<file path="config.mk">
export PLATFORM = sky130hd
export DESIGN_NAME = epd_csr
export DESIGN_NICKNAME = d
export VERILOG_FILES = /design/src/epd_pkg.sv /design/src/epd_csr.sv
export SDC_FILE = /design/constraint.sdc
export NUM_CORES = 1
export LEC_CHECK = 0
export ABC_AREA = 1
export ABC_CLOCK_PERIOD_IN_PS = 7000
export BUFFER_PORTS_ARGS = -buffer_cell sky130_fd_sc_hd__buf_2
export CORE_UTILIZATION = 51
export DETAILED_ROUTE_END_ITERATION = 10
export PLACE_DENSITY = 0.86
export SLEW_MARGIN = 5
export SYNTH_ARGS = -nofsm -noshare
export SYNTH_HDL_FRONTEND = slang
export SYNTH_SLANG_ARGS = --single-unit
export TNS_END_PERCENT = 20
</file>
<file path="constraint.sdc">
create_clock -name clk -period 7 [get_ports clk]
set_input_delay 1.05 -clock clk [delete_from_list [all_inputs] [get_ports clk]]
set_output_delay 1.05 -clock clk [all_outputs]
set_load 0.005 [all_outputs]
</file>
<file path="src/epd_pkg.sv">
// ====================
// EPD controller shared definitions
// ====================
`default_nettype none

package epd_pkg;

    // Pixel datapath
    localparam int PIX_PER_CLK = 4;
    localparam int VIN_W       = 32;
    localparam int STATE_W     = 16;
    localparam int BI_W        = 64;
    localparam int GRAY_W      = 4;
    localparam int DRV_W       = 2;

    // Waveform table, address is {seq, target, source}
    localparam int SEQ_W   = 6;
    localparam int LUT_AW  = 14;
    localparam int LUT_WAW = 12;

    // Scan timing
    localparam int CNT_W      = 11;
    localparam int VS_DELAY   = 8;
    localparam int PIPE_DELAY = 3;

    // Wishbone register map
    localparam int WB_AW = 4;
    localparam int WB_DW = 32;

    localparam logic [3:0] REG_CTRL      = 4'd0;
    localparam logic [3:0] REG_HTIM      = 4'd1;
    localparam logic [3:0] REG_HACT      = 4'd2;
    localparam logic [3:0] REG_VTIM      = 4'd3;
    localparam logic [3:0] REG_VACT      = 4'd4;
    localparam logic [3:0] REG_LUTFRAMES = 4'd5;
    localparam logic [3:0] REG_LUTADDR   = 4'd6;
    localparam logic [3:0] REG_LUTDATA   = 4'd7;
    localparam logic [3:0] REG_UPDATE    = 4'd8;
    localparam logic [3:0] REG_STATUS    = 4'd9;

    typedef enum logic [1:0] {
        SCAN_IDLE,
        SCAN_WAITING,
        SCAN_RUNNING
    } scan_state_t;

endpackage

`default_nettype wire

</file>
<file path="src/epd_csr.sv">
// ====================
// Wishbone register block
// ====================
`timescale 1ns/1ps
`default_nettype none

module epd_csr (
    input  logic                        clk,
    input  logic                        rst,
    input  logic                        wb_cyc,
    input  logic                        wb_stb,
    input  logic                        wb_we,
    input  logic [epd_pkg::WB_AW-1:0]   wb_adr,
    input  logic [epd_pkg::WB_DW-1:0]   wb_dat_w,
    output logic [epd_pkg::WB_DW-1:0]   wb_dat_r,
    output logic                        wb_ack,
    input  logic                        frame_start,
    input  logic                        upd_done,
    output logic                        global_en,
    output logic [7:0]                  hfp,
    output logic [7:0]                  hsync,
    output logic [7:0]                  hbp,
    output logic [7:0]                  vfp,
    output logic [7:0]                  vsync,
    output logic [7:0]                  vbp,
    output logic [11:0]                 hact,
    output logic [11:0]                 vact,
    output logic [epd_pkg::SEQ_W-1:0]   lut_frames,
    output logic                        lut_we,
    output logic [epd_pkg::LUT_WAW-1:0] lut_waddr,
    output logic [7:0]                  lut_wdata,
    output logic                        upd_active
);
    import epd_pkg::*;

    logic wr_en;
    logic upd_pending;

    // Writes land in the ack cycle while the master still holds the bus
    assign wr_en     = wb_ack && wb_cyc && wb_stb && wb_we;
    assign lut_we    = wr_en && (wb_adr == REG_LUTDATA);
    assign lut_wdata = wb_dat_w[7:0];

    always_ff @(posedge clk) begin
        if (rst) begin
            wb_ack      <= 1'b0;
            global_en   <= 1'b0;
            upd_pending <= 1'b0;
            upd_active  <= 1'b0;
        end else begin
            wb_ack <= wb_cyc && wb_stb && !wb_ack;
            if (wr_en && wb_adr == REG_CTRL) begin
                global_en <= wb_dat_w[0];
            end
            // A running update finishes before the next one is taken
            if (frame_start && (!upd_active || upd_done)) begin
                upd_active  <= upd_pending;
                upd_pending <= 1'b0;
            end
            if (wr_en && wb_adr == REG_UPDATE) begin
                upd_pending <= 1'b1;
            end
        end
    end

    // Configuration payload
    always_ff @(posedge clk) begin
        if (wr_en) begin
            case (wb_adr)
                REG_HTIM: {hbp, hsync, hfp} <= wb_dat_w[23:0];
                REG_HACT: hact <= wb_dat_w[11:0];
                REG_VTIM: {vbp, vsync, vfp} <= wb_dat_w[23:0];
                REG_VACT: vact <= wb_dat_w[11:0];
                REG_LUTFRAMES: lut_frames <= wb_dat_w[SEQ_W-1:0];
                REG_LUTADDR: lut_waddr <= wb_dat_w[LUT_WAW-1:0];
                default: ;
            endcase
        end
    end

    always_comb begin
        wb_dat_r = '0;
        case (wb_adr)
            REG_CTRL:      wb_dat_r[0] = global_en;
            REG_HTIM:      wb_dat_r[23:0] = {hbp, hsync, hfp};
            REG_HACT:      wb_dat_r[11:0] = hact;
            REG_VTIM:      wb_dat_r[23:0] = {vbp, vsync, vfp};
            REG_VACT:      wb_dat_r[11:0] = vact;
            REG_LUTFRAMES: wb_dat_r[SEQ_W-1:0] = lut_frames;
            REG_LUTADDR:   wb_dat_r[LUT_WAW-1:0] = lut_waddr;
            REG_STATUS:    wb_dat_r[1:0] = {upd_pending, upd_active};
            default:       wb_dat_r = '0;
        endcase
    end

endmodule

`default_nettype wire

</file>
Word-level counts from Yosys, hierarchy flattened

Cells that the tools add are included.

Register bits after elaboration: 94
Input port bits: 43
Logic and storage cells: 50

Equal/unequal tests: 9
Muxes and demuxes: 7
Reductions and logical operators: 20

Operator list:

| cell                                                            | number |
|---|---|
| 6-bit case mux with 5 select lines                              | 1 |
| 12-bit case mux with 2 select lines                             | 1 |
| 4-bit case mux with 6 select lines                              | 1 |
| 4-bit by 3-bit == test with 1-bit output, second input constant | 4 |
| 2-bit AND reduction                                             | 6 |
| 1-bit logical AND                                               | 9 |
| 4-bit by 2-bit == test with 1-bit output, second input constant | 2 |
| 4-bit == test, second input constant                            | 2 |
| 1-bit case mux with 8 select lines                              | 1 |
| 1-bit case mux with 7 select lines                              | 1 |
| 4-bit by 1-bit == test with 1-bit output, second input constant | 1 |
| 4-bit zero test                                                 | 1 |
| 1-bit zero test                                                 | 2 |
| 1-bit two-way mux                                               | 2 |
| 2-bit nonzero test                                              | 1 |
| 1-bit logical OR                                                | 1 |

Logic depth before layout (Yosys ltp)

Depth in word-level cells: 5
Depth in mapped cells: 7
Depth with buffers taken out: 7

Least setup slack after synthesis

OpenSTA, ideal clock, no wires.

Kind: input -> register
From: in wb_stb
To: reg hbp[0], enable pin
Library setup time: 435 ps
Arrival time: 3,099 ps
Path slack: 3,466 ps
Stages on the path: 4
Path buffers: 0
Path through: nand2_1 -> nor2_1 -> inv_1 -> nor3_1

Word-level cells in the longest chain between the ends: 3

RTL lines:

| element                        | RTL line      | source |
|---|---|---|
| from (decl)                    | epd_csr.sv:11 | `input logic wb_stb,` |
| 1-bit logical AND (2 in a row) | epd_csr.sv:40 | `assign wr_en = wb_ack && wb_cyc && wb_stb && wb_we;` |
| 2-bit AND reduction (no line)  | -             |  |
| to (signal assigned)           | epd_csr.sv:70 | `REG_HTIM: {hbp, hsync, hfp} <= wb_dat_w[23:0];` |
| to (decl)                      | epd_csr.sv:22 | `output logic [7:0] hbp,` |

Every way passes these cells.
A chain may end at the register's enable or synchronous reset.

Worst setup path in the final report

From: in wb_adr[3] (netlist name)
To: out wb_dat_r[8] (netlist name)

Word-level cells in the longest chain between the ends: 2
Elaborated cells on any way between the ends: 6
Those cells by class: 5 x eq/ne; 1 x mux

RTL lines:

| element                                                                | RTL line      | source |
|---|---|---|
| from (decl)                                                            | epd_csr.sv:13 | `input logic [epd_pkg::WB_AW-1:0] wb_adr,` |
| 4-bit by 3-bit == test with 1-bit output, or another cell as far along | epd_csr.sv:83 | `case (wb_adr)` |
| 6-bit case mux with 5 select lines (*)                                 | epd_csr.sv:83 |  |
| to (decl)                                                              | epd_csr.sv:15 | `output logic [epd_pkg::WB_DW-1:0] wb_dat_r,` |

Mark *: on every way between the ends. The rest lies on a longest branch, timed or not.

==> results.toml <==
[routing]
drtIter0Drc = 135
first_pass_iters = 4
vias = 3171
drc = 0
wl_um = 10100
ant_nets = 0
post_drt_wl_per_cell_um = 16.5
viasPerCell = 5.16

[timing]
min_period_over_period_pct = 51.3
fin_worst_skew_ns = 0.00812
fmax_mhz = 278
setup_violations = 0
report.final.slew_viol_count = 0
setup_ws_ns = 3.41
period_needed_ns = 3.59
fin_setup_tns_ns = 0
slew_headroom_pct = 22.0
hold_viol = 0
rsz0062_at_grt = "false"
worstMarginPinSlew_ns = 1.16

[floorplan]
core_area_sq_um = 7370
rows = 31
die_x_um = 90.2
design.portCount = 177
dieArea_sq_um = 8140
start_util_pct = 53.9
die_h_um = 90.2

[power_and_ir_drop]
power_density_nw_per_um2 = 208
finalPower_mw = 1.04
ir_drop_mv = 0.137
leakagePower_nw = 2.27

[yosys]
syn-cell-area_sq_um = 3970
synthMuxAreaShare_pct = 0
synth_top_family_by_area = "simple AND/OR/NAND/NOR gates"
synth_compound_area_share_pct = 0.567
synth_xor_area_share_pct = 0
synth_seq_cells = 94
yosysTopAreaCell = "edfxtp_1"
yosysWarnings = 0
avgSynthCellArea_sq_um = 11.3
ys_seq_area_share_pct = 70.1
yosys.area.top_type_share_pct = 68.1
synth_area_leaders = "edfxtp_1 68%, nand2_1 9.4%, nand3_1 7.3%"
synth_simple_gate_area_share_pct = 22.0
synth_cells = 351
synth.distinct_cells = 19
synthAdderAreaFrac_pct = 0

[run]
cap_violations = 0

[final_layout]
drive_gt1_share_pct = 37.9
multi_input_area_sq_um = 940
fillers = 580
antenna_cells = 0
mostFrequentLayoutCells = "160 x buf_2, 99 x nand2_1, 90 x edfxtp_1, 58 x nand3_1, 29 x nor2_1"
final_nets = 553
syn2layout_area_growth_pct = 25.6
final_area_sq_um = 4990
layout.cells.non_filler = 614
regArea_sq_um = 2780
layout_commonest_cell = "buf_2"

[placement]
dpl.cell_count = 598
io_buffers = 160
pre_cts_ws_ns = 3.40
placed_area_sq_um = 4790
gp_congestion = 0.826
post-dp-hpwl_um = 7080

[setup_path]
crit_family = "simple AND/OR/NAND/NOR gates"
rrSetupSlack_ns = 4.85
worstPathRequired_ns = 5.95
path_cells = "buf_2, nor2_4, nand2_1, nor2_1, nor2_1, nand2_1, buf_2"
critPathLaunchType = "input pin"
critPathSlowestCell = "nor2_4"
crit_fanout = 37
slowest_delay_ns = 0.74
crit_cells = 7
r2r_cells = 4
cp_num_buf_inv = 2
critical_path_class = "in -> out"
crit_arrival_ns = 2.54
cp-end-kind = "output port"

[global_routing]
grt-ovfl-total = 0
grt_pass1_vias = 3037
grt_max_degree = 38
grt_usage_pct = 25.9
grt_pass1_wl_um = 15600
grt_antenna_before_repair = 0

[clocking]
clk_pin_slew_ns = 0.08
worstSkewPairLatency_ns = 0.36
cts_num_sinks = 94
cts_resized = 0
cts_tree = "yes"
root_buffer = "clkbuf_8"
cts_inserted_buffers = 9
clk_path_buf_depth = 2
post-cts-setup-buffer-count = 0
hold_buffers = 0
h-tree-depth = 3

[worst_hold_path]
hold_depth = 1
hold_path.class = "reg -> reg"

[status]
status = "completed"
-- flip-flops by register name, summed over array words and instances (netlist names) --
| signal | cells |
|---|---|
| vsync | 8 |
| vfp | 8 |
| hfp | 8 |
| upd_active | 1 |
| hsync | 8 |
| vact | 12 |
| lut_waddr | 12 |
| lut_frames | 6 |
| hbp | 8 |
| vbp | 8 |
| global_en | 1 |
| wb_ack | 1 |
| hact | 12 |
| upd_pending | 1 |
-- path summary, 6_finish.rpt --
path                                   startpoint                 endpoint
worst min register to register  wb_ack$_SDFF_PP0_        wb_ack$_SDFF_PP0_
worst max register to register  wb_ack$_SDFF_PP0_  lut_frames[1]$_DFFE_PP_
worst min-delay path            wb_ack$_SDFF_PP0_        wb_ack$_SDFF_PP0_
worst max-delay path                    wb_adr[3]              wb_dat_r[8]
-- worst reg2reg max path, delay by kind of cell (launching register included) --
family | cells | cell delay, ns
flops | 1 | 0.35
buf+inv | 1 | 0.22
simple gates | 3 | 1.21
-- logic make-up after synthesis --
family                 Yosys count
AO/OA/AOI/OAI                    4
buffers and inverters           52
flip-flops                      94
other                            1
AND/OR/NAND/NOR                200
-- per-stage QoR --
step	util (%)	hold WS [ns]
2_1_floorplan	-	0.444
3_3_place_gp	65.0	0.426
5_1_grt	67.7	0.479
3_5_place_dp	65.0	0.434
4_1_cts	67.7	0.445
6_report	67.7	0.442
-- layer usage --
layer | global-route usage, % | up-vias | routed length, um
li1 | - | 1482 | -
met1 | 30.8 | 1471 | 3940
met2 | 44.1 | 202 | 5000
met3 | 6.85 | 16 | 1010
met4 | 11.7 | 0 | 202
met5 | 0 | - | 0
-- power breakdown --
part / switching, mW / internal [mW]
combinational: 0.0416 / 0.0206
clock: 0.192 / 0.166
sequential: 0.000539 / 0.615
-- layout make-up --
cell class              count  share of cell area (%)
repair buffers            165                    16.8
clock inverters             7                    1.46
flip-flops and latches     94                    55.8
well taps                  99                    2.48
clock buffers               9                    2.48
inverters                  28                    2.11
multi-input cells         212                    18.8
-- Yosys cell counts (all sizes together) --
| cell | number |
|---|---|
| nand3 | 58 |
| nor3 | 5 |
| o211ai | 1 |
| buf | 23 |
| nand2 | 100 |
| clkbuf | 1 |
| conb | 1 |
| inv | 28 |
| edfxtp | 90 |
| dfxtp | 4 |
| a21oi | 2 |
| o21ai | 1 |
| nor2 | 37 |
No activity file was read; power rests on OpenSTA's default activity.
