`src/epd_pkg.sv`:
```
// ====================
// EPD controller shared definitions
// ====================
`default_nettype none

package epd_pkg;

    // Pixel datapath
    localparam int PIX_PER_CLK = 4;
    localparam int VIN_W       = 32;
    localparam int STATE_W     = 16;
    localparam int BI_W        = 64;
    localparam int GRAY_W      = 4;
    localparam int DRV_W       = 2;

    // Waveform table, address is {seq, target, source}
    localparam int SEQ_W   = 6;
    localparam int LUT_AW  = 14;
    localparam int LUT_WAW = 12;

    // Scan timing
    localparam int CNT_W      = 11;
    localparam int VS_DELAY   = 8;
    localparam int PIPE_DELAY = 3;

    // Wishbone register map
    localparam int WB_AW = 4;
    localparam int WB_DW = 32;

    localparam logic [3:0] REG_CTRL      = 4'd0;
    localparam logic [3:0] REG_HTIM      = 4'd1;
    localparam logic [3:0] REG_HACT      = 4'd2;
    localparam logic [3:0] REG_VTIM      = 4'd3;
    localparam logic [3:0] REG_VACT      = 4'd4;
    localparam logic [3:0] REG_LUTFRAMES = 4'd5;
    localparam logic [3:0] REG_LUTADDR   = 4'd6;
    localparam logic [3:0] REG_LUTDATA   = 4'd7;
    localparam logic [3:0] REG_UPDATE    = 4'd8;
    localparam logic [3:0] REG_STATUS    = 4'd9;

    typedef enum logic [1:0] {
        SCAN_IDLE,
        SCAN_WAITING,
        SCAN_RUNNING
    } scan_state_t;

endpackage

`default_nettype wire

```
`src/pixel_pipe.sv`:
```
// ====================
// Pixel waveform pipeline
// ====================
`timescale 1ns/1ps
`default_nettype none

module pixel_pipe (
    input  logic                       clk,
    input  logic                       rst,
    input  logic                       s1_active,
    input  logic                       frame_valid,
    input  logic                       upd_active,
    input  logic                       last_frame,
    input  logic [epd_pkg::SEQ_W-1:0]  seq,
    input  logic [epd_pkg::VIN_W-1:0]  vin_pixel,
    input  logic [epd_pkg::BI_W-1:0]   bi_pixel,
    output logic [epd_pkg::LUT_AW-1:0] lut_raddr0,
    output logic [epd_pkg::LUT_AW-1:0] lut_raddr1,
    output logic [epd_pkg::LUT_AW-1:0] lut_raddr2,
    output logic [epd_pkg::LUT_AW-1:0] lut_raddr3,
    input  logic [7:0]                 lut_rdata,
    output logic [7:0]                 epd_sd,
    output logic [epd_pkg::BI_W-1:0]   bo_pixel,
    output logic                       bo_valid
);
    import epd_pkg::*;

    localparam int PIX_W = VIN_W / PIX_PER_CLK;

    logic                          s1_act;
    logic                          s2_act;
    logic [PIX_PER_CLK*GRAY_W-1:0] s1_tgt;
    logic [PIX_PER_CLK*GRAY_W-1:0] s2_tgt;
    logic [BI_W-1:0]               s1_bi;
    logic [BI_W-1:0]               s2_bi;
    logic [BI_W-1:0]               bo_next;
    logic                          drive_en;
    logic                          wb_en;

    always_ff @(posedge clk) begin
        if (rst) begin
            s1_act   <= 1'b0;
            s2_act   <= 1'b0;
            bo_valid <= 1'b0;
            epd_sd   <= '0;
        end else begin
            s1_act   <= s1_active;
            s2_act   <= s1_act;
            bo_valid <= s2_act;
            epd_sd   <= drive_en ? lut_rdata : '0;
        end
    end

    // Stage 1 keeps the Y4 target, stage 2 waits on the table read
    always_ff @(posedge clk) begin
        for (int i = 0; i < PIX_PER_CLK; i++) begin
            s1_tgt[i*GRAY_W +: GRAY_W] <= vin_pixel[i*PIX_W + PIX_W - GRAY_W +: GRAY_W];
        end
        s1_bi    <= bi_pixel;
        s2_tgt   <= s1_tgt;
        s2_bi    <= s1_bi;
        bo_pixel <= bo_next;
    end

    assign lut_raddr0 = {seq, s1_tgt[0*GRAY_W +: GRAY_W], s1_bi[0*STATE_W +: GRAY_W]};
    assign lut_raddr1 = {seq, s1_tgt[1*GRAY_W +: GRAY_W], s1_bi[1*STATE_W +: GRAY_W]};
    assign lut_raddr2 = {seq, s1_tgt[2*GRAY_W +: GRAY_W], s1_bi[2*STATE_W +: GRAY_W]};
    assign lut_raddr3 = {seq, s1_tgt[3*GRAY_W +: GRAY_W], s1_bi[3*STATE_W +: GRAY_W]};

    // Stage 3
    assign drive_en = s2_act && frame_valid && upd_active;
    assign wb_en    = frame_valid && upd_active && last_frame;

    always_comb begin
        bo_next = s2_bi;
        if (wb_en) begin
            for (int i = 0; i < PIX_PER_CLK; i++) begin
                bo_next[i*STATE_W +: GRAY_W] = s2_tgt[i*GRAY_W +: GRAY_W];
            end
        end
    end

endmodule

`default_nettype wire

```
`config.mk`:
```
export PLATFORM = sky130hd
export DESIGN_NAME = pixel_pipe
export DESIGN_NICKNAME = d
export VERILOG_FILES = /design/src/epd_pkg.sv /design/src/pixel_pipe.sv
export SDC_FILE = /design/constraint.sdc
export NUM_CORES = 1
export LEC_CHECK = 0
export BUFFER_PORTS_ARGS = -buffer_cell sky130_fd_sc_hd__clkbuf_2
export CAP_MARGIN = 20
export CORE_MARGIN = 3
export CORE_UTILIZATION = 30
export CTS_BUF_LIST = sky130_fd_sc_hd__clkbuf_4 sky130_fd_sc_hd__clkbuf_8
export CTS_CLUSTER_DIAMETER = 30
export DETAILED_ROUTE_END_ITERATION = 10
export GPL_TIMING_DRIVEN = 0
export PLACE_DENSITY = 0.53
export SYNTH_ARGS = -nofsm -noshare
export SYNTH_HDL_FRONTEND = slang
export SYNTH_SLANG_ARGS = --single-unit
```
`constraint.sdc`:
```
create_clock -name clk -period 1.6 [get_ports clk]
set_clock_uncertainty 0.2 [all_clocks]
set_input_delay 0.4 -clock clk [delete_from_list [all_inputs] [get_ports clk]]
set_output_delay 0.4 -clock clk [all_outputs]
set_load 0.02 [all_outputs]
```
* Word level (Yosys, flattened, before mapping)
Cells that the tools add are included.
** Word-level totals
- Flip-flop bits (word level) :: 235
- Output and inout bits :: 129
- Word-level logic and storage cells :: 19
** Operators by class
- Muxes and demuxes :: 4
- Bitwise logic cells :: 1
- Reductions and logical operators :: 5
** Operators with widths (count)
- 4-bit 2-to-1 mux :: 4
- 1-bit logical AND :: 4
- 2-bit OR reduction :: 1
- 1-bit inverter :: 1

* Longest topological paths before layout
Gate-level depths: netlist of the first run.
- Depth in word-level cells :: 4
- Depth in mapped cells :: 3

* Worst setup path after synthesis of the first run
OpenSTA, ideal clock, no wires.
- Path type :: input port to flip-flop
- Start :: in last_frame
- End :: reg bo_pixel[0] (netlist bit)
- Setup time :: 121 ps
- Data arrival time :: 970 ps
- Required time :: 1279 ps
- Path slack :: 308 ps
- Stages :: 3
- Buffers on the path :: 1
- Path through :: nand3_4 buf_6 mux2_4
** On the way
- Word-level cells in the longest chain between the ends :: 2
** Ends and longest elaborated chain
- from (decl) :: RTL line pixel_pipe.sv:13 : input logic last_frame,
- 1-bit logical AND :: RTL line pixel_pipe.sv:72 : assign wb_en = frame_valid && upd_active && last_frame;
- 4-bit 2-to-1 mux :: RTL line pixel_pipe.sv:76 : if (wb_en) begin
- named net bo_next[0] :: RTL line pixel_pipe.sv:36 : logic [BI_W-1:0] bo_next;
- to (signal assigned) :: RTL line pixel_pipe.sv:62 : bo_pixel <= bo_next;
- to (decl) :: RTL line pixel_pipe.sv:23 : output logic [epd_pkg::BI_W-1:0] bo_pixel,
The timed path passes the listed nets, and every way through them passes these cells.
A chain may end at the register's enable or synchronous reset.

* Worst setup path after layout of the first run
- Start :: reg s1_tgt[11]
- End :: out lut_raddr2[7] (netlist bit)
** RTL lines
- from (decl) :: RTL line pixel_pipe.sv:32 : logic [PIX_PER_CLK*GRAY_W-1:0] s1_tgt;
- from (signal, indexed assignment) :: RTL line pixel_pipe.sv:57 : s1_tgt[i*GRAY_W +: GRAY_W] <= vin_pixel[i*PIX_W + PIX_W - GRAY_W +: GRAY_W];
- to (decl) :: RTL line pixel_pipe.sv:19 : output logic [epd_pkg::LUT_AW-1:0] lut_raddr2,
No word-level cell between the ends.

==> run metrics, run 1 <==
DP Cell Count=752; final hold viol count=0; DP Wirelength=7010 µm; Multi-input gate area=315 µm²; pin count of the biggest net entering global routing=12; Starting Density=30.7%; Post-Layout Cell Count=924; setup violators final=0; post-placement cell area=0.00672 mm²; Synth Register Bits=235; CP Class=reg -> out; max-slew violations=0; core area=0.0174 mm²; worst path cell trace=buf_8; htree depth=2; Clock Latency Late Sink=0.52 ns; Num CTS Buffers=44; CTS root buf=clkbuf_8; die span in y=139 µm; DR iter-0 viols=68; die width=139 µm; maximum vdd ir drop=1.04 mV; GR Overflow Total=0; post-route setup TNS=0 ns; vias in the first global route=3904; Top Family by Delay on Critical Path=flip-flops; antenna-violating nets left=0; Leak=4.48 nW; I/O pin total=245; gpl congestion=0.778; WL per Instance=13.4 µm; Final #Nets=782; placement row count=48; sequential share of the synthesized area=88.2%; final setup margin=0.0109 ns; Max Freq=629 MHz; Die Area=0.0194 mm²; vias per cell=3.68; pwr/cell area=1380 mW/mm²; Unique masters post-synth=9; relative slew slack=89.8%; slowest cell delay on critical path=0.35 ns; clk buf depth=3; Setup crit start kind=flip-flop; final worst-path cycle share=99.3%; most common cell after layout, fill and taps aside=dfxtp_1; CP max-delay cell=dfxtp_2; Req. time, crit path=1.00 ns; design area=0.00979 mm²; # port buffers=222; status=completed; share of cells above drive strength 1=67.0%; residual DRC count=0; commonest cells after routing, fill and taps aside=130 x dfxtp_1, 117 x clkbuf_2, 105 x dfxtp_2, 105 x buf_8, 90 x dlygate4sd3_1; clk sinks=235; initial antenna violation count=0; unrepaired setup endpoints after global routing=true; Fillers=1333; drt total wl=12400 µm; Worst Path Buf+Inv=1; worst hold path class=in -> reg; vias post-DR=3402; pre-CTS WS=0.0862 ns; Total GRT Usage=12.5%; final core occ=56.4%; Min Clock Period, post-route=1.59 ns; Worst Path Max Fanout=2; syn avg cell area=17.5 µm²; TritonRoute pass-1 iters=4; worst slew pin tran=0.153 ns; Yosys Warn Count=0; post-synth design cell area=0.00533 mm²; first-pass GRT wire length=19600 µm; Setup crit end kind=primary output; CTS tree=built; CTS clk-pin slew, worst paths=0.07 ns; Cells after Synth=305; CP arrival=0.99 ns; max cap viols=0; Area growth, synth to finish=83.7%; diode count=0; synthesized net count=421; Reg area=0.00484 mm²
==> cells in the mapped netlist, drive strengths merged <==
cell / number / area [µm²]
nor2b: 3 / 18.8
buf: 41 / 312
and4b: 1 / 11.3
nand3: 1 / 17.5
and2: 8 / 50.1
mux2: 16 / 218
dfxtp: 235 / 4700
==> state kept, by name (all words and copies together) (netlist names) <==
| name | cells |
|---|---|
| bo_pixel | 64 |
| s1_bi | 64 |
| s2_bi | 64 |
| s1_tgt | 16 |
| s2_tgt | 16 |
| epd_sd | 8 |
| bo_valid | 1 |
| s1_act | 1 |
| s2_act | 1 |
==> report_power, final <==
group	switching (W)	internal, W
Clock	0.00252	0.00355
Sequential	0.000144	0.00620
Combinational	0.000400	0.000691
Total	0.00307	0.0104
==> cell families after synthesis <==
kind of cell	Yosys count	synth area share, %
flip-flops	235	88.2
AND/OR/NAND/NOR	13	1.83
multiplexers	16	4.08
buffers and inverters	41	5.84
==> worst paths after layout <==
path | from | to | slack, ns | cells past startpoint
worst max-delay path | s1_tgt[11] | lut_raddr2[7] | 0.01 | 1
worst min-delay path | frame_valid | bo_pixel[51] | 0.10 | 3
worst max register to register | s2_act | epd_sd[4] | 0.54 | 2
worst min register to register | s2_bi[8] | bo_pixel[8] | 0.12 | 0
==> layout make-up <==
class	count	area share, %
Timing Repair Buffer	331	32.7
Buffer	25	1.95
Multi-Input combinational cell	29	3.22
Clock buffer	54	7.40
Sequential cell	235	49.4
Clock inverter	25	2.45
Tap cell	225	2.87
==> repair_timing <==
| action | in CTS | in global routing |
|---|---|---|
| buffers inserted | 12 | 7 |
| hold buffers | 90 | 0 |
| endpoints found under the hold margin | 91 | 0 |
| pin swaps | 0 | 0 |
| setup endpoints to repair | 105 | 105 |
| resized for setup | 311 | 107 |
==> per-layer routing <==
| metal | part of all wire, % | GRT usage [%] | vias up |
|---|---|---|---|
| met4 | 2.3 | 5.66 | 0 |
| met2 | 52 | 21.8 | 171 |
| met5 | 0 | 0 | - |
| met1 | 35 | 12.5 | 1550 |
| met3 | 10 | 6.29 | 28 |
| li1 | - | - | 1653 |
==> per-stage QoR <==
step,hold WS (ns),total power [W]
floorplan,0.110,0.00671
global placement,0.110,0.00701
detailed placement,0.112,0.00703
CTS,0.0606,0.0136
global route,0.0787,0.0141
finish,0.102,0.0135
(Power assumes the default switching activity.)
==> run 2: changes to the inputs <==
--- a/config.mk
+++ b/config.mk
@@ -8,4 +8,5 @@
 export BUFFER_PORTS_ARGS = -buffer_cell sky130_fd_sc_hd__clkbuf_2
 export CAP_MARGIN = 20
+export CORE_ASPECT_RATIO = 1.5
 export CORE_MARGIN = 3
 export CORE_UTILIZATION = 30
==> constraint.sdc (replaced) <==
create_clock -name clk -period 1.6 [get_ports clk]
set_clock_uncertainty 0.2 [all_clocks]
set_input_delay 0.32 -clock clk [delete_from_list [all_inputs] [get_ports clk]]
set_output_delay 0.32 -clock clk [all_outputs]
set_load 0.02 [all_outputs]
==> run 2 against run 1 <==
Register-to-register slack hardly changed; maximum frequency is 3.0% higher; die area is 0.17% higher; critical endpoint is now lut_raddr0[6].
==> run metrics, run 2 (same netlist as run 1, synthesis figures left out) <==
TritonRoute pass-1 iters=3 (-1); Area growth, synth to finish=57.5%; initial antenna violation count=1 (+1); Worst Reg-to-Reg Cells=2 (unchanged); CTS root buf=clkbuf_8; antenna-violating nets left=0 (unchanged); Top Family by Delay on Critical Path=flip-flops; clk sinks=235 (unchanged); DP Wirelength=7640 µm (+9.0%); relative slew slack=88.0% (-1.8 points); residual DRC count=0 (unchanged); worst hold path class=in -> reg; worst slew pin tran=0.180 ns (+0.0277 ns); Total GRT Usage=11.4% (-1.1 points); first-pass GRT wire length=17200 µm (-12%); Num CTS Buffers=36 (-18%); CP Class=reg -> out; r2r setup slk=0.55 ns (about the same); crit path capture=lut_raddr0[6]; max-slew violations=0 (unchanged); Die Area=0.0194 mm² (+0.17%); Final #Nets=759 (-2.9%); gpl congestion=0.736 (-5.5%); status=completed; Leak=3.98 nW (-11%); r2r startpoint=s2_act; Worst Path Buf+Inv=1 (unchanged); final worst-path cycle share=96.5% (-2.9 points); most common cell after layout, fill and taps aside=dfxtp_1; WL per Instance=12.6 µm (-5.9%); vias per cell=3.70 (+0.54%); DR iter-0 viols=67 (-1.5%); Starting Density=30.6% (-0.11 points); htree depth=2 (unchanged); final core occ=48.2% (-8.2 points); I/O pin total=245 (unchanged); Req. time, crit path=1.08 ns (+0.08 ns); die span in y=169 µm (+22%); Setup crit end kind=primary output; placement row count=59 (+23%); maximum vdd ir drop=0.885 mV (-15%); endpoint of the worst register-to-register path=epd_sd[0]; vias in the first global route=3579 (-8.3%); CP max-delay cell=dfxtp_2; CTS tree=built; post-route setup TNS=0 ns (unchanged); drt total wl=11100 µm (-11%); vias post-DR=3250 (-4.5%); Min Clock Period, post-route=1.54 ns (-0.0457 ns); clk buf depth=3 (unchanged); worst path cell trace=clkbuf_4; # port buffers=222 (unchanged); commonest cells after routing, fill and taps aside=216 x dfxtp_1, 197 x clkbuf_2, 91 x dlygate4sd3_1; cell count along the critical path=1 (unchanged); unrepaired setup endpoints after global routing=false; Worst Setup SP=s1_tgt[2]; CP arrival=1.02 ns (+0.03 ns); Worst Path Max Fanout=2 (unchanged); final hold viol count=0 (unchanged); Max Freq=648 MHz (+3.0%); pwr/cell area=1400 mW/mm² (+1.4%); GR Overflow Total=0 (unchanged); Top Registers=bo_pixel (64), s1_bi (64), s2_bi (64); setup violators final=0 (unchanged); Worst Hold Slack=0.0425 ns (-0.0592 ns); pin count of the biggest net entering global routing=11 (-1); share of cells above drive strength 1=52.1% (-15 points); CTS clk-pin slew, worst paths=0.06 ns (about the same); Setup crit start kind=flip-flop; Clock Latency Late Sink=0.50 ns (-0.02 ns); max cap viols=0 (unchanged); die width=115 µm (-18%); core area=0.0174 mm² (+0.38%); slowest cell delay on critical path=0.35 ns (about the same)
## run 2: where the power goes
part / total (W) / switching (W) / internal, W
clock: 0.00464 / 0.00213 / 0.00251
sequential: 0.00626 / 0.0000869 / 0.00617
combinational: 0.000837 / 0.000388 / 0.000448
## run 2: per-stage QoR
step | instance area, µm² | instances | setup slack (ns) | power, W
after floorplan | 5330 | 305 | 0.388 | 0.00671
after global placement | 6710 | 740 | 0.142 | 0.00702
after detailed placement | 6710 | 740 | 0.142 | 0.00703
after CTS | 8390 | 878 | -0.0326 | 0.0120
after global routing | 8390 | 878 | 0.00110 | 0.0123
final | 8390 | 878 | 0.0566 | 0.0117
## run 2: worst min-delay path by stage
stage / cells past startpoint / startpoint / slack, ns / end
after global placement: 0 / s1_bi[44] / 0.11 / s2_bi[44]
after detailed placement: 0 / s2_bi[14] / 0.11 / bo_pixel[14]
after floorplan: 0 / s2_bi[10] / 0.11 / bo_pixel[10]
final: 3 / last_frame / 0.04 / bo_pixel[51]
after CTS: 3 / last_frame / 0.01 / bo_pixel[51]
after global routing: 3 / last_frame / 0.03 / bo_pixel[51]
## run 2: final cells by class
class / instances / area [µm²]
Buffer: 25 / 191
Tap cell: 213 / 267
Fill cell: 1535 / 9030
Timing Repair Buffer: 316 / 2200
Clock inverter: 12 / 80.1
Clock buffer: 47 / 609
Multi-Input combinational cell: 29 / 315
Sequential cell: 235 / 4730
Antenna cell: 1 / 2.50
## run 2: routing by layer
layer	wire, µm	vias up	global-route usage, %	share of wire, %
met5	0	-	0	0
met3	654	47	3.75	5.9
met2	6150	137	20.6	55
li1	-	1598	-	-
met1	3660	1468	10.5	33
met4	629	0	8.17	5.7
## run 2: repair_timing
| item | CTS | global route |
|---|---|---|
| buffers inserted | 3 | 0 |
| resized for setup | 54 | 11 |
| hold buffers | 91 | 0 |
| endpoints found under the hold margin | 93 | 0 |
| endpoints found under the setup margin | 19 | 7 |
| pin swaps | 0 | 0 |
