**src/epd_pkg.sv**
```systemverilog
// ====================
// EPD controller shared definitions
// ====================
`default_nettype none

package epd_pkg;

    // Pixel datapath
    localparam int PIX_PER_CLK = 4;
    localparam int VIN_W       = 32;
    localparam int STATE_W     = 16;
    localparam int BI_W        = 64;
    localparam int GRAY_W      = 4;
    localparam int DRV_W       = 2;

    // Waveform table, address is {seq, target, source}
    localparam int SEQ_W   = 6;
    localparam int LUT_AW  = 14;
    localparam int LUT_WAW = 12;

    // Scan timing
    localparam int CNT_W      = 11;
    localparam int VS_DELAY   = 8;
    localparam int PIPE_DELAY = 3;

    // Wishbone register map
    localparam int WB_AW = 4;
    localparam int WB_DW = 32;

    localparam logic [3:0] REG_CTRL      = 4'd0;
    localparam logic [3:0] REG_HTIM      = 4'd1;
    localparam logic [3:0] REG_HACT      = 4'd2;
    localparam logic [3:0] REG_VTIM      = 4'd3;
    localparam logic [3:0] REG_VACT      = 4'd4;
    localparam logic [3:0] REG_LUTFRAMES = 4'd5;
    localparam logic [3:0] REG_LUTADDR   = 4'd6;
    localparam logic [3:0] REG_LUTDATA   = 4'd7;
    localparam logic [3:0] REG_UPDATE    = 4'd8;
    localparam logic [3:0] REG_STATUS    = 4'd9;

    typedef enum logic [1:0] {
        SCAN_IDLE,
        SCAN_WAITING,
        SCAN_RUNNING
    } scan_state_t;

endpackage

`default_nettype wire

```
**src/scan_timing.sv**
```systemverilog
// ====================
// Scan timing and frame sequencing
// ====================
`timescale 1ns/1ps
`default_nettype none

module scan_timing (
    input  logic                      clk,
    input  logic                      rst,
    input  logic                      global_en,
    input  logic                      vin_vsync,
    input  logic [7:0]                hfp,
    input  logic [7:0]                hsync,
    input  logic [7:0]                hbp,
    input  logic [11:0]               hact,
    input  logic [7:0]                vfp,
    input  logic [7:0]                vsync,
    input  logic [7:0]                vbp,
    input  logic [11:0]               vact,
    input  logic [epd_pkg::SEQ_W-1:0] lut_frames,
    input  logic                      upd_active,
    input  logic                      vin_valid,
    output logic                      frame_start,
    output logic                      upd_done,
    output logic                      b_trigger,
    output logic                      s1_active,
    output logic                      frame_valid,
    output logic [epd_pkg::SEQ_W-1:0] seq,
    output logic                      last_frame,
    output logic                      epd_gdoe,
    output logic                      epd_gdclk,
    output logic                      epd_gdsp,
    output logic                      epd_sdle,
    output logic                      epd_sdoe,
    output logic                      epd_sdce0,
    output logic                      epd_sdclk_en
);
    import epd_pkg::*;

    scan_state_t      state;
    logic [CNT_W-1:0] h_cnt;
    logic [CNT_W-1:0] v_cnt;
    logic [SEQ_W-1:0] fcnt;
    logic             fs_q;
    logic             running;

    // Region boundaries
    wire [CNT_W-1:0] h_bp_start  = CNT_W'(hfp) + CNT_W'(hsync);
    wire [CNT_W-1:0] h_act_start = h_bp_start + CNT_W'(hbp);
    wire [CNT_W-1:0] htotal      = h_act_start + CNT_W'(hact);
    wire [CNT_W-1:0] v_bp_start  = CNT_W'(vfp) + CNT_W'(vsync);
    wire [CNT_W-1:0] v_act_start = v_bp_start + CNT_W'(vbp);
    wire [CNT_W-1:0] vtotal      = v_act_start + CNT_W'(vact);

    assign running = (state == SCAN_RUNNING);

    wire in_hfp   = running && (h_cnt < CNT_W'(hfp));
    wire in_hsync = running && (h_cnt >= CNT_W'(hfp)) && (h_cnt < h_bp_start);
    wire in_hbp   = running && (h_cnt >= h_bp_start) && (h_cnt < h_act_start);
    wire in_hact  = running && (h_cnt >= h_act_start);
    wire in_vsync = running && (v_cnt >= CNT_W'(vfp)) && (v_cnt < v_bp_start);
    wire in_vbp   = running && (v_cnt >= v_bp_start) && (v_cnt < v_act_start);
    wire in_vact  = running && (v_cnt >= v_act_start);

    assign frame_start = (state == SCAN_WAITING) && (h_cnt == CNT_W'(VS_DELAY));
    assign b_trigger   = (state == SCAN_WAITING);

    // Input accept window opens ahead of the active region by the pipe depth
    assign s1_active = in_vact && (h_cnt >= h_act_start - CNT_W'(PIPE_DELAY))
                       && (h_cnt < htotal - CNT_W'(PIPE_DELAY));

    always_ff @(posedge clk) begin
        if (rst) begin
            state <= SCAN_IDLE;
            h_cnt <= '0;
            v_cnt <= '0;
        end else begin
            case (state)
                SCAN_IDLE: begin
                    h_cnt <= '0;
                    v_cnt <= '0;
                    if (global_en && vin_vsync) begin
                        state <= SCAN_WAITING;
                    end
                end
                SCAN_WAITING: begin
                    h_cnt <= frame_start ? '0 : h_cnt + 1'b1;
                    if (frame_start) begin
                        state <= SCAN_RUNNING;
                    end
                end
                SCAN_RUNNING: begin
                    if (h_cnt == htotal - 1'b1) begin
                        h_cnt <= '0;
                        if (v_cnt == vtotal - 1'b1) begin
                            state <= SCAN_IDLE;
                        end else begin
                            v_cnt <= v_cnt + 1'b1;
                        end
                    end else begin
                        h_cnt <= h_cnt + 1'b1;
                    end
                end
                default: state <= SCAN_IDLE;
            endcase
        end
    end

    // Frame counter steps one cycle after frame_start, once upd_active has settled
    always_ff @(posedge clk) begin
        if (rst) begin
            fs_q        <= 1'b0;
            fcnt        <= '0;
            frame_valid <= 1'b0;
            epd_gdclk   <= 1'b0;
        end else begin
            fs_q      <= frame_start;
            epd_gdclk <= in_hsync || in_hbp || in_hact;
            if (fs_q) begin
                if (upd_active && fcnt == '0) begin
                    fcnt <= lut_frames - 1'b1;
                end else if (fcnt != '0) begin
                    fcnt <= fcnt - 1'b1;
                end
            end
            // Underrun kills the rest of the frame
            if (frame_start) begin
                frame_valid <= 1'b1;
            end else if (s1_active && !vin_valid) begin
                frame_valid <= 1'b0;
            end
        end
    end

    assign seq        = lut_frames - 1'b1 - fcnt;
    assign upd_done   = (fcnt == '0);
    assign last_frame = (fcnt == '0);

    // Driver strobes
    assign epd_gdoe     = in_vsync || in_vbp || in_vact;
    assign epd_sdoe     = epd_gdoe;
    assign epd_gdsp     = !in_vsync;
    assign epd_sdle     = in_hsync;
    assign epd_sdce0    = !(in_vact && in_hact);
    assign epd_sdclk_en = in_hfp || in_hsync || in_hact;

endmodule

`default_nettype wire

```
**config.mk**
```make
export PLATFORM = sky130hd
export DESIGN_NAME = scan_timing
export DESIGN_NICKNAME = d
export VERILOG_FILES = /design/src/epd_pkg.sv /design/src/scan_timing.sv
export SDC_FILE = /design/constraint.sdc
export NUM_CORES = 1
export LEC_CHECK = 0
export ABC_CLOCK_PERIOD_IN_PS = 4800
export BUFFER_PORTS_ARGS = -buffer_cell sky130_fd_sc_hd__buf_4
export CAP_MARGIN = 10
export CORE_ASPECT_RATIO = 0.9
export CORE_MARGIN = 8
export CORE_UTILIZATION = 30
export CTS_CLUSTER_DIAMETER = 40
export DETAILED_ROUTE_END_ITERATION = 12
export MAX_ROUTING_LAYER = met4
export PLACE_DENSITY = 0.48
export SETUP_SLACK_MARGIN = 0.5
export SLEW_MARGIN = 20
export SYNTH_ARGS = -nofsm -noshare
export SYNTH_HDL_FRONTEND = slang
export SYNTH_SLANG_ARGS = --single-unit
```
**constraint.sdc**
```tcl
create_clock -name clk -period 4.8 [get_ports clk]
set_input_delay 0.24 -clock clk [delete_from_list [all_inputs] [get_ports clk]]
set_output_delay 0.24 -clock clk [all_outputs]
set_load 0.01 [all_outputs]
```
======== Word-level counts from Yosys, hierarchy flattened ========
Cells that the tools add are included.
storage, ports and cells
  bits in registers ....................... 33
  input bits .............................. 84
  output and inout bits ................... 19
  logic and storage cells ................. 97
cells by class
  add/sub/neg operators ................... 15
  order comparisons ....................... 13
  equality and inequality tests ........... 10
  multiplexer cells ....................... 15
  reductions and logical operators ........ 37
operators by type and width
  operator                                            number
  two-way mux 11 bit                                  4
  one-hot mux 11 bit (3 select lines)                 1
  adder 10 x 11 -> 11 bit                             2
  adder 11 x 1 -> 11 bit, second input constant       2
  == test 11 bit                                      2
  >= comparator 11 x 10 -> 1 bit                      2
  >= comparator 11 x 8 -> 1 bit                       2
  >= comparator 11 x 9 -> 1 bit                       2
  < comparator 11 x 10 -> 1 bit                       2
  < comparator 11 x 9 -> 1 bit                        2
  one-hot mux 11 bit (2 select lines)                 1
  subtractor 11 x 1 -> 11 bit, second input constant  2
  adder 9 x 8 -> 10 bit                               2
  adder 8 x 8 -> 9 bit                                2
  logical AND 1 bit                                   18
  two-way mux 6 bit                                   2
  subtractor 6 x 1 -> 6 bit, second input constant    2
  == test 11 x 4 -> 1 bit, second input constant      1
  >= comparator 11 bit                                1
  < comparator 11 bit                                 1
  < comparator 11 x 8 -> 1 bit                        1
  subtractor 10 x 2 -> 11 bit, second input constant  1
  subtractor 11 x 2 -> 11 bit, second input constant  1
  two-way mux 2 bit                                   4
  other kinds (17)                                    30

======== Longest topological paths before layout ========
Gate-level depths: netlist (run 1).
  depth after elaboration ................. 9
  mapped depth ............................ 29
  depth with buffers taken out ............ 28

======== Worst setup path after synthesis (run 1) ========
OpenSTA, ideal clock, no wires.
  path kind ............................... input-to-reg
  start ................................... input port hfp[0]
  end ..................................... register frame_valid
  library setup time ...................... 0.153 ns
  arrival time ............................ 5.225 ns
  data required time ...................... 4.647 ns
  path slack .............................. -0.578 ns
  stages .................................. 28
  buffers on the path ..................... 1
  cell sequence ........................... ha_1 -> inv_1 -> fa_1 -> inv_1 -> a21oi_1 -> o21ai_0 -> a21oi_1 -> o21bai_1 -> xor2_1 -> ha_1 -> a21o_1 -> a21oi_1 -> xnor2_1 -> inv_1 -> ha_1 -> nand3_1 -> a2111oi_2 -> nor2_1 -> and2_1 -> buf_2 -> nor2_1 -> nand2_1 -> xor2_1 -> ha_1 -> a21o_1 -> a21oi_1 -> nor4bb_1 -> a211oi_1
on the way
  word-level cells in the longest chain between the ends .. 8
  elaborated cells between the ends (all ways) .. 11
  those cells by class .................... add/sub (5); order compare (2); reduce/logical (4)
ends and longest elaborated chain
  what                                                                           line                                  text
  start, declared                                                                scan_timing.sv:12                     input logic [7:0] hfp,
  adder 8 x 8 -> 9 bit *                                                         scan_timing.sv:48                     wire [CNT_W-1:0] h_bp_start = CNT_W'(hfp) + CNT_W'(hsync);
  adder 9 x 8 -> 10 bit *                                                        scan_timing.sv:49                     wire [CNT_W-1:0] h_act_start = h_bp_start + CNT_W'(hbp);
  adder 10 x 11 -> 11 bit / subtractor 10 x 2 -> 11 bit (equally long branches)  scan_timing.sv:50, scan_timing.sv:69
  subtractor 11 x 2 -> 11 bit / >= comparator 11 bit (equally long branches)     scan_timing.sv:70, scan_timing.sv:69
  < comparator 11 bit / logical AND 1 bit (equally long branches)                scan_timing.sv:70, scan_timing.sv:69
  logical AND 1 bit *                                                            scan_timing.sv:70                     && (h_cnt < htotal - CNT_W'(PIPE_DELAY));
  net s1_active                                                                  scan_timing.sv:26                     output logic s1_active,
  logical AND 1 bit *                                                            scan_timing.sv:129                    end else if (s1_active && !vin_valid) begin
  nonzero test 2 bit (no source line) *                                          --
  end signal, assigned                                                           scan_timing.sv:114                    frame_valid <= 1'b0;
  end signal, assigned                                                           scan_timing.sv:128                    frame_valid <= 1'b1;
  end signal, assigned                                                           scan_timing.sv:130                    frame_valid <= 1'b0;
  end, declared                                                                  scan_timing.sv:27                     output logic frame_valid,
The timed path passes the listed nets; every way through them passes the cells marked *.
A chain may end at the register's enable or synchronous reset.

======== Final worst setup path (run 1) ========
  start ................................... input port hsync[0]
  end ..................................... output port s1_active
on the way
  word-level cells in the longest chain between the ends .. 6
  elaborated cells between the ends (all ways) .. 9
  those cells by class .................... add/sub (5); order compare (2); reduce/logical (2)
ends and longest elaborated chain
  what                                                                           line                                  text
  start, declared                                                                scan_timing.sv:13                     input logic [7:0] hsync,
  adder 8 x 8 -> 9 bit *                                                         scan_timing.sv:48
  adder 9 x 8 -> 10 bit *                                                        scan_timing.sv:49
  adder 10 x 11 -> 11 bit / subtractor 10 x 2 -> 11 bit (equally long branches)  scan_timing.sv:50, scan_timing.sv:69
  subtractor 11 x 2 -> 11 bit / >= comparator 11 bit (equally long branches)     scan_timing.sv:70, scan_timing.sv:69
  < comparator 11 bit / logical AND 1 bit (equally long branches)                scan_timing.sv:70, scan_timing.sv:69
  logical AND 1 bit *                                                            scan_timing.sv:70
  end, declared                                                                  scan_timing.sv:26
Mark *: on every way between the ends. The rest lies on a longest branch, timed or not.

==> results of run 1 <==
per-layer routing:
metal	global-route usage	wire, um	up-vias	share of wire
met5	-	0	-	0
li1	-	-	3700	-
met4	0.0309	301	0	0.014
met3	0.00798	410	18	0.019
met2	0.258	10300	90	0.49
met1	0.193	10200	3185	0.48
metrics by stage:
step / total power, W / utilization / setup WS, ns
2_1_floorplan: 0.00236 / - / -0.0187
6_report: 0.00445 / 0.449 / -0.259
5_1_grt: 0.00483 / 0.449 / -0.571
3_3_place_gp: 0.00348 / 0.404 / -0.483
4_1_cts: 0.00439 / 0.441 / -0.248
3_5_place_dp: 0.00350 / 0.404 / -0.512
worst max-delay path: cells and delay by family:
| kind | cells | cell delay (ns) |
|---|---|---|
| fa+ha+maj | 5 | 1.45 |
| simple gates | 6 | 0.75 |
| xor+xnor | 3 | 0.51 |
| compound gates | 9 | 1.41 |
| buf+inv | 5 | 0.43 |
what timing repair did:
item,in CTS,in global routing
gates cloned,1,0
buffers inserted,20,3
pin swaps,76,37
gates resized for setup,107,32
endpoints found under the setup margin,28,30
hold endpoints to repair,0,0
path summary, 6_finish.rpt:
check	startpoint	to	slack (ns)	cells after the start
max reg2reg	h_cnt[4]	v_cnt[4]	1.77	9
max	hsync[0]	s1_active	-0.26	28
min	vin_valid	frame_valid	0.27	3
min reg2reg	frame_valid	frame_valid	0.50	2
report_power, final:
group / internal (W) / total (W) / switching, W
logic: 0.00197 / 0.00378 / 0.00182
registers: 0.000280 / 0.000288 / 0.00000751
clock network: 0.000259 / 0.000375 / 0.000115
kinds of logic after synthesis:
kind of cell | after synthesis
AOI/OAI and AO/OA | 232
and+or+nand+nor | 225
adders and majority gates | 163
buffers and inverters | 138
xor gates and xnor gates | 100
DFF | 33
muxes | 3
cell usage after synthesis, drive strengths merged, types with 4 or more instances:
master / count / area [um^2]
xor2: 39 / 349
o22ai: 7 / 50.1
o211ai: 5 / 42.5
a21oi: 59 / 299
nand2: 37 / 141
nand2b: 7 / 43.8
dfxtp: 33 / 661
nand3: 26 / 130
o21a: 24 / 180
a211oi: 9 / 77.6
buf: 10 / 58.8
or3: 8 / 50.1
clkbuf: 8 / 31.3
a21boi: 6 / 45.0
and3: 11 / 68.8
a2111oi: 4 / 66.3
nand4: 11 / 75.1
nor3: 27 / 135
nor3b: 4 / 30.0
a31oi: 4 / 25.0
xnor2: 58 / 508
fa: 7 / 140
inv: 120 / 450
ha: 156 / 1950
o21ai: 42 / 210
o21bai: 16 / 120
or2: 4 / 25.0
nor2: 46 / 173
nor4: 14 / 93.8
a21o: 28 / 210
nor2b: 17 / 106
final cells by class:
type	instances	area, um^2	share of cell area
Inverter	120	453	0.0436
Clock buffer	7	143	0.0137
Multi-Input combinational cell	724	6690	0.643
Clock inverter	1	30.0	0.00289
Timing Repair Buffer	263	2050	0.197
Tap cell	302	378	0.0363
Sequential cell	33	661	0.0635
flip-flops by register name (all words and copies together) (netlist names):
signal	flops
fs_q	1
fcnt	6
frame_valid	1
epd_gdclk	1
h_cnt	11
v_cnt	11
state	2
==> key figures, run 1 <==
Synth
  – Yosys warning count: 0
  – Synth Area in Simple Gates: 0.168
  – Number of synthesized flops with an enable pin: 0
  – Largest family of logic cells by synthesized area: adder cells
  – Post-synth net total: ~1100
  – Mapped cell area: ~0.0070 mm^2
  – Flops & latches, synth: 33
  – Ys flop type: dfxtp_1
  – Sequential-to-total area share from yosys stat: 0.0943
  – Post-Synth Adder-Cell Area: 0.299
  – Netlist cell types: between 70 and 80
  – Synth async-reset ratio: 0
  – Synth Area in Compound Gates: 0.225
  – Post-Syn Area per Cell: ~7.8 um^2
  – Mux share of post-synthesis cell area: 0.00429
  – Synth Area in XOR/XNOR: 0.132
  – Post-Syn Instances: 894

Place
  – GP Congestion: between 0.8 and 0.9
  – I/O Buffers: 100
  – HPWL Detailed: ~18 mm
  – Placed Cells: between 1000 and 1500
  – DP Area: 0.00936 mm^2

Die
  – Die ar.: about 0.028 mm^2
  – CORE AREA: between 0.02 and 0.025 mm^2
  – Site row count: between 50 and 60
  – I/O Pins: 103
  – Chip width: roughly 180 um
  – Initial Util: 0.303
  – Chip Height: 161 um

STA
  – Min Tclk post-route: 5.06 ns
  – Worst setup margin: -0.259 ns
  – Slew HR: 0.576
  – Endpoints failing setup: 25
  – WHS: 0.272 ns
  – Setup TNS: -2.22 ns
  – Final Skew: approximately 0.0047 ns
  – Final Hold Vio Count: 0
  – Period Utilization, post-route: 1.05
  – Slew @ Worst Pin: roughly 0.63 ns
  – Final Slew Violations: 0
  – Fmax: 198 MHz
  – RSZ-0062 raised after global routing: yes

Clock network
  – TritonCTS buffer count: 5
  – Number of H-tree levels: 2
  – Root Driver: clkbuf_16
  – Clock Sinks: 33
  – Clock Latency Late Sink: about 0.27 ns
  – # hold bufs at CTS: 0
  – Clock Tree Buf Depth: 2
  – Clock transition at path regs: 0.06 ns
  – CTS tree: done

Worst setup path
  – WS Path Type: in2out
  – Critical path required time: between 4 and 5 ns
  – Crit. End Element: primary output
  – Slowest CP cell: fa_2
  – Worst path max stage delay: between 0.3 and 0.4 ns
  – CP max FO: 6
  – CP Launch Type: primary input
  – Data arrival time of the worst path: about 4.8 ns

Cells and area
  – Fin cells: roughly 1500
  – Share of layout cells above drive strength 1: 0.362
  – Commonest non-fill, non-tap cell in the layout: buf_4
  – # diodes: 0
  – Commonest cells after routing, fill and taps aside: 244 x buf_4, 143 x ha_1, 113 x inv_1
  – NumNets Final: 1394
  – Design Area, Final: approximately 0.010 mm^2
  – Number of fillers in the final layout: approximately 2400
  – Area Growth Syn to Fin: 48.5%

Pwr
  – Max IR drop VDD: around 0.00022 V
  – Power per cell area: approximately 430 mW/mm^2
  – P_leak: between 5 and 6 nW

Global route
  – Global route overflow: 0
  – GRT Util Overall: 0.151
  – Initial antenna violation count: 0
  – First-pass GRT wire length: ~35 mm
  – Vias in the first global route: roughly 7000
  – Largest net degree at the start of global routing: 27

Detailed routing
  – TritonRoute pass-1 iters: 4
  – Final ANT Viol Nets: 0
  – DRC violations left: 0
  – Final wirelength: about 21 mm
  – DR iter-0 viols: 279
  – WL/cell: 14.6 um
  – Vias: 6993
  – Vias per cell: 4.82

Run
  – Max_cap viols: 0

Status
  – Failing checks: setup timing
  – Outcome: finished, violations left

Min path
  – Hold crit path type: in2reg
Note: power is estimated with default switching activity, not from simulation.
==> run 2, diff against run 1 <==
Settings changed: SETUP_SLACK_MARGIN 0.5 to not set.
==> run 2 against run 1 <==
- the flow still finishes with violations (setup timing)
- sequential power barely moved
- count of clock-buffer cells in the layout shrank 2
- sequential cell count stayed put
- final cell count is essentially flat
- maximum frequency fell by 3.0%
- non-clock buffer count decreased by 1
- sequential share of layout area increased by 0.22 points
- cell area decreased by 3.3%
- via count decreased by 0.36%
- routed wire length rose by 3.4%
- setup slack worse by 0.16 ns
- critical endpoint unchanged
- largest power group unchanged
- highest routed layer unchanged
==> key figures, run 2 (same netlist as run 1, synthesis figures left out) <==
Status
  – Failing checks: setup timing
  – Outcome: finished, violations left

Place
  – GP Congestion: about 0.9
  – DP Area: slightly above 0.009 mm^2
  – HPWL Detailed: approximately 18 mm
  – I/O Buffers: 100

STA
  – Final Skew: 0.00918 ns
  – Worst setup margin: -0.415 ns
  – Final Hold Vio Count: 0
  – Period Utilization, post-route: 1.09
  – Slew @ Worst Pin: 0.631 ns
  – Fmax: 192 MHz
  – Slew HR: 0.576
  – RSZ-0062 raised after global routing: yes
  – WHS: roughly 0.32 ns
  – Endpoints failing setup: 26
  – Min Tclk post-route: between 5 and 6 ns
  – Final Slew Violations: 0

Worst setup path
  – Crit path to: s1_active
  – R2R Setup Slk: roughly 1.7 ns
  – Critical path required time: 4.56 ns
  – Crit. End Element: primary output
  – Worst setup path start: hsync[0]
  – RR Startpoint: h_cnt[1]
  – R2R Path End: epd_gdclk
  – Data arrival time of the worst path: between 4 and 5 ns
  – Worst reg-to-reg path cell count: 11
  – CP Launch Type: primary input
  – CP max FO: 5
  – WS Path Type: in2out

Die
  – Die ar.: roughly 0.028 mm^2
  – Site row count: 53
  – Chip Height: 161 um
  – CORE AREA: 0.0231 mm^2
  – Initial Util: 0.303
  – I/O Pins: 103
  – Chip width: between 150 and 200 um

Pwr
  – Total power draw: 0.00416 W
  – Max IR drop VDD: approximately 0.00019 V
  – Power per cell area: about 410 mW/mm^2
  – P_leak: roughly 5 nW

Clock network
  – # hold bufs at CTS: 0
  – Root Driver: clkbuf_16
  – CTS tree: done
  – Clock transition at path regs: around 0.050 ns
  – TritonCTS buffer count: 5
  – Clock Latency Late Sink: 0.28 ns
  – Clock Tree Buf Depth: 2
  – Number of H-tree levels: 2
  – Clock Sinks: 33

Detailed routing
  – Top Metal Used: met4
  – TritonRoute pass-1 iters: 4
  – DRC violations left: 0
  – Final ANT Viol Nets: 0
  – Final wirelength: around 22 mm
  – Metal-1 WL: 11.4 mm
  – Vias per cell: ~4.8
  – DR iter-0 viols: between 300 and 400
  – Met3 wire length: between 700 and 800 um
  – Vias: ~7000
  – WL/cell: between 15 and 20 um
  – Met2 WL: around 9.6 mm

Global route
  – Global route overflow: 0
  – Vias in the first global route: approximately 7000
  – GRT Util Overall: 0.155
  – Initial antenna violation count: 0
  – First-pass GRT wire length: 35.5 mm
  – Largest net degree at the start of global routing: 27

Cells and area
  – Area Growth Syn to Fin: 43.6%
  – Commonest cells after routing, fill and taps aside: 259 x buf_4, 149 x ha_1, 116 x inv_1
  – Commonest non-fill, non-tap cell in the layout: buf_4
  – Sequential cell area: around 660 um^2
  – Biggest regs: h_cnt (11), v_cnt (11), fcnt (6)
  – # diodes: 0
  – Design Area, Final: between 0.01 and 0.015 mm^2
  – NumNets Final: 1393
  – Share of layout cells above drive strength 1: 0.333
  – Number of fillers in the final layout: approximately 2300
  – Area of the multi-input gates: 0.00641 mm^2
  – Final core occ: 0.434

Run
  – Max_cap viols: 0

Min path
  – Hold Startpoint: vin_valid
  – Hold crit path type: in2reg
## run 2: how the worst min path moves through the flow
stage,endpoint,slack (ns),depth (start not counted)
5_1_grt,frame_valid,0.33,3
2_1_floorplan,frame_valid,0.44,2
4_1_cts,frame_valid,0.31,3
3_3_place_gp,frame_valid,0.51,2
6_report,frame_valid,0.32,3
3_5_place_dp,fcnt[3],0.51,1
## run 2: power by group
| part | leakage, nW | internal (W) | switching (W) |
|---|---|---|---|
| clock | 0.0800 | 0.000246 | 0.000131 |
| combinational | 4.64 | 0.00177 | 0.00172 |
| sequential | 0.266 | 0.000280 | 0.00000716 |
| total | 4.99 | 0.00230 | 0.00186 |
## run 2: layer usage
layer | track usage | up-vias
li1 | - | 3681
met1 | 0.217 | 3183
met2 | 0.243 | 94
met3 | 0.0197 | 10
met4 | 0.0137 | 0
met5 | - | -
## run 2: layout make-up
cell class | count | share of cell area
clock inverter | 3 | 0.00460
multi-input combinational | 724 | 0.637
sequential | 33 | 0.0657
timing repair buffer | 262 | 0.198
inverter | 120 | 0.0448
tap | 302 | 0.0376
clock buffer | 5 | 0.0124
## run 2: repair_timing
| item | CTS | global route |
|---|---|---|
| gates cloned | 0 | 1 |
| pin swaps | 55 | 12 |
| gates resized for setup | 60 | 38 |
| setup endpoints to repair | 24 | 26 |
| setup buffers | 19 | 5 |
## run 2: stage by stage
stage	cells	setup TNS (ns)	setup WS, ns
finish	1449	-3.73	-0.415
global route	1449	-10.20	-0.743
CTS	1443	-0.398	-0.374
detailed placement	1418	-12.90	-0.646
global placement	1418	-12.31	-0.640
floorplan	894	-0.0482	-0.0274
## run 2: worst max-delay path, cell delays in order
cell and delay, ns:
buf_6 0.07, ha_4 0.12, inv_2 0.03, fa_2 0.39, inv_2 0.08, a21oi_2 0.06, o21ai_2 0.18, a21oi_1 0.10
o21bai_1 0.22, xor2_1 0.22, ha_1 0.30, a21o_1 0.18, a21oi_2 0.17, xnor2_2 0.14, inv_2 0.07, ha_4 0.30
nand3_4 0.08, a2111oi_4 0.40, nor2_2 0.09, and2_4 0.18, nor2_4 0.08, nand2_1 0.07, xor2_1 0.15, ha_1 0.31
a21o_1 0.18, a21oi_2 0.13, nor4bb_4 0.25, buf_4 0.17
==> run 3, diff against run 2 <==
Settings changed: ABC_AREA set to 1.
==> run 3 against run 2 <==
- the run still ends with setup timing left
- sequential power barely moved
- routed wire length rose by 13%
- non-clock buffer count rose by 7
- register-to-register slack improved by 0.65 ns
- clock power barely moved
- count of clock-buffer cells in the layout did not move
- die area rose by 6.4%
- largest cell class unchanged
- highest routed layer unchanged
==> key figures, run 3 <==
Cells and area
  – Design Area, Final: roughly 0.011 mm^2
  – Commonest cells after routing, fill and taps aside: 263 x buf_4, 227 x nand2_1, 197 x inv_1
  – Area Growth Syn to Fin: 43.5%
  – Biggest regs: h_cnt (11), v_cnt (11), fcnt (6)
  – # diodes: 0
  – NumNets Final: around 1700
  – Share of layout cells above drive strength 1: 0.287
  – Final core occ: 0.433
  – Commonest non-fill, non-tap cell in the layout: buf_4
  – Fin cells: 1797

Detailed routing
  – Final ANT Viol Nets: 0
  – Vias per cell: ~4.7
  – DR iter-0 viols: 367
  – DRC violations left: 0
  – WL/cell: around 14 um
  – Vias: 8385
  – TritonRoute pass-1 iters: 5
  – Final wirelength: about 25 mm

Synth
  – Flops & latches, synth: 33
  – Sequential-to-total area share from yosys stat: 0.0881
  – Ys flop type: dfxtp_1
  – Area share of the largest cell type after synthesis: 0.260
  – Largest family of logic cells by synthesized area: simple AND/OR/NAND/NOR gates
  – Synth Area in Compound Gates: 0.128
  – Synth top area cells: ha_1 26%, nand2_1 12%, inv_1 10%, dfxtp_1 8.8%, nand3_1 7.7%
  – Post-Synth Adder-Cell Area: 0.279
  – Netlist cell types: 44
  – Mux share of post-synthesis cell area: 0
  – Synth area leader: ha_1
  – Post-Syn Instances: around 1200
  – Top cells by count, synth: 246 x nand2_1, 207 x inv_1, 156 x ha_1
  – Synth Area in Simple Gates: 0.314
  – Number of synthesized flops with an enable pin: 0
  – Synth async-reset ratio: 0
  – Post-Syn Area per Cell: approximately 6.3 um^2
  – Post-synth net total: approximately 1400
  – Most numerous cell in the Yosys netlist: nand2_1
  – Yosys warning count: 0
  – Synth Area in XOR/XNOR: 0.0783
  – Mapped cell area: 0.00750 mm^2

Global route
  – First-pass GRT wire length: around 40 mm
  – Initial antenna violation count: 0
  – Global route overflow: 0
  – Largest net degree at the start of global routing: 22
  – GRT Util Overall: 0.163
  – Vias in the first global route: approximately 8000

Die
  – Chip width: 183 um
  – Die ar.: 0.0303 mm^2
  – Chip Height: roughly 170 um
  – Initial Util: 0.302
  – CORE AREA: between 0.02 and 0.025 mm^2
  – I/O Pins: around 100
  – Site row count: 55

STA
  – Slew @ Worst Pin: about 0.70 ns
  – Final Slew Violations: 0
  – Period Utilization, post-route: 1.04
  – WHS: around 0.28 ns
  – RSZ-0062 raised after global routing: yes
  – Worst setup margin: -0.206 ns
  – Slew HR: 0.533
  – Endpoints failing setup: 2
  – Final Skew: approximately 0.0050 ns
  – Fmax: about 200 MHz
  – Min Tclk post-route: 5.01 ns
  – Final Hold Vio Count: 0

Worst setup path
  – Data arrival time of the worst path: 4.77 ns
  – R2R Path End: epd_gdclk
  – R2R Setup Slk: 2.38 ns
  – Slowest CP cell: fa_2
  – Worst reg-to-reg path cell count: 12
  – RR Startpoint: h_cnt[2]
  – Most repeated library cell on the critical path: ha_4
  – WS Path Type: in2out
  – Worst path max stage delay: ~0.38 ns
  – Crit. End Element: primary output
  – CP Launch Type: primary input
  – CP max FO: 4
  – Critical path required time: 4.56 ns

Pwr
  – P_leak: between 5 and 6 nW
  – Power per cell area: ~400 mW/mm^2
  – Max IR drop VDD: between 0.0001 and 0.00015 V

Clock network
  – Number of H-tree levels: 2
  – Clock Tree Buf Depth: 2
  – Clock Latency Late Sink: between 0.2 and 0.3 ns
  – Clock transition at path regs: roughly 0.060 ns
  – TritonCTS buffer count: 5
  – Root Driver: clkbuf_16
  – # hold bufs at CTS: 0
  – CTS tree: done
  – Clock Sinks: 33

Min path
  – Hold Startpoint: vin_valid
  – Hold Path Depth: 5
  – WHS Endpoint: frame_valid
  – Hold crit path type: in2reg

Status
  – Outcome: finished, violations left
  – Failing checks: setup timing

Place
  – Placed Cells: 1777
  – HPWL Detailed: approximately 21 mm
  – DP Area: 0.00986 mm^2
  – DP Worst Slack: -0.711 ns
  – I/O Buffers: 100
  – GP Congestion: about 0.84

Run
  – Max_cap viols: 0
## run 3: changes by cell type in the layout (fill, tap and decap cells not counted), moves of 14 or more
cell     delta
xnor2_1    -35
nand4_1    +16
inv_1      +81
o21a_1     -20
a21oi_1    +47
nand2_1   +193
nand3_1    +84
nor2_1     +42
nand2_2    +26
nor2b_1    -14
a21o_1     -23
## run 3: layer usage
layer	up-vias	GRT usage	wire length (um)
li1	4455	-	-
met1	3762	0.226	12700
met2	155	0.256	11000
met3	13	0.0201	1060
met4	0	0.0214	144
met5	-	-	0
## run 3: area by class of cell
class	instances	area, um^2
fill	2652	14100
multi-input combinational	935	6650
timing repair buffer	269	2050
inverter	210	792
sequential	33	661
tap	342	428
clock buffer	5	125
clock inverter	3	46.3
## run 3: metrics by stage
step           total power (W)  TNS [ns]
2_1_floorplan          0.00227   -0.0111
3_3_place_gp           0.00357    -10.63
3_5_place_dp           0.00359     -9.68
4_1_cts                0.00415    -0.274
5_1_grt                0.00483    -0.952
6_report               0.00435    -0.216
## run 3: cells by family (layout without fill, tap and decap cells)
group	after synthesis	in the layout
flip-flops	33	33
XOR/XNOR	67	67
AO/OA/AOI/OAI	173	173
AND/OR/NAND/NOR	532	532
adder cells (fa/ha/maj)	163	163
buffers and inverters	221	487
## run 3: worst max path at each step
stage,startpoint,end
after floorplan,hfp[0],frame_valid
after global placement,hfp[2],s1_active
after detailed placement,hfp[2],s1_active
after CTS,hsync[0],s1_active
after global routing,hsync[0],s1_active
final,hsync[0],s1_active
## run 3: worst max-delay path: cells and delay by family
kind	cells	cell delay [ns]
buffers and inverters	8	0.52
AND/OR/NAND/NOR	6	0.78
adder cells (fa/ha/maj)	5	1.30
XOR/XNOR	3	0.64
AO/OA/AOI/OAI	8	1.27
## run 3: power breakdown
| part | switching (W) | internal [W] |
|---|---|---|
| combinational | 0.00198 | 0.00171 |
| sequential | 0.00000710 | 0.000282 |
| clock | 0.000131 | 0.000246 |
## run 3: repair_timing
item | in CTS | in global routing
setup buffers | 8 | 4
gates resized for setup | 53 | 83
endpoints found under the setup margin | 24 | 27
pin swaps | 41 | 56
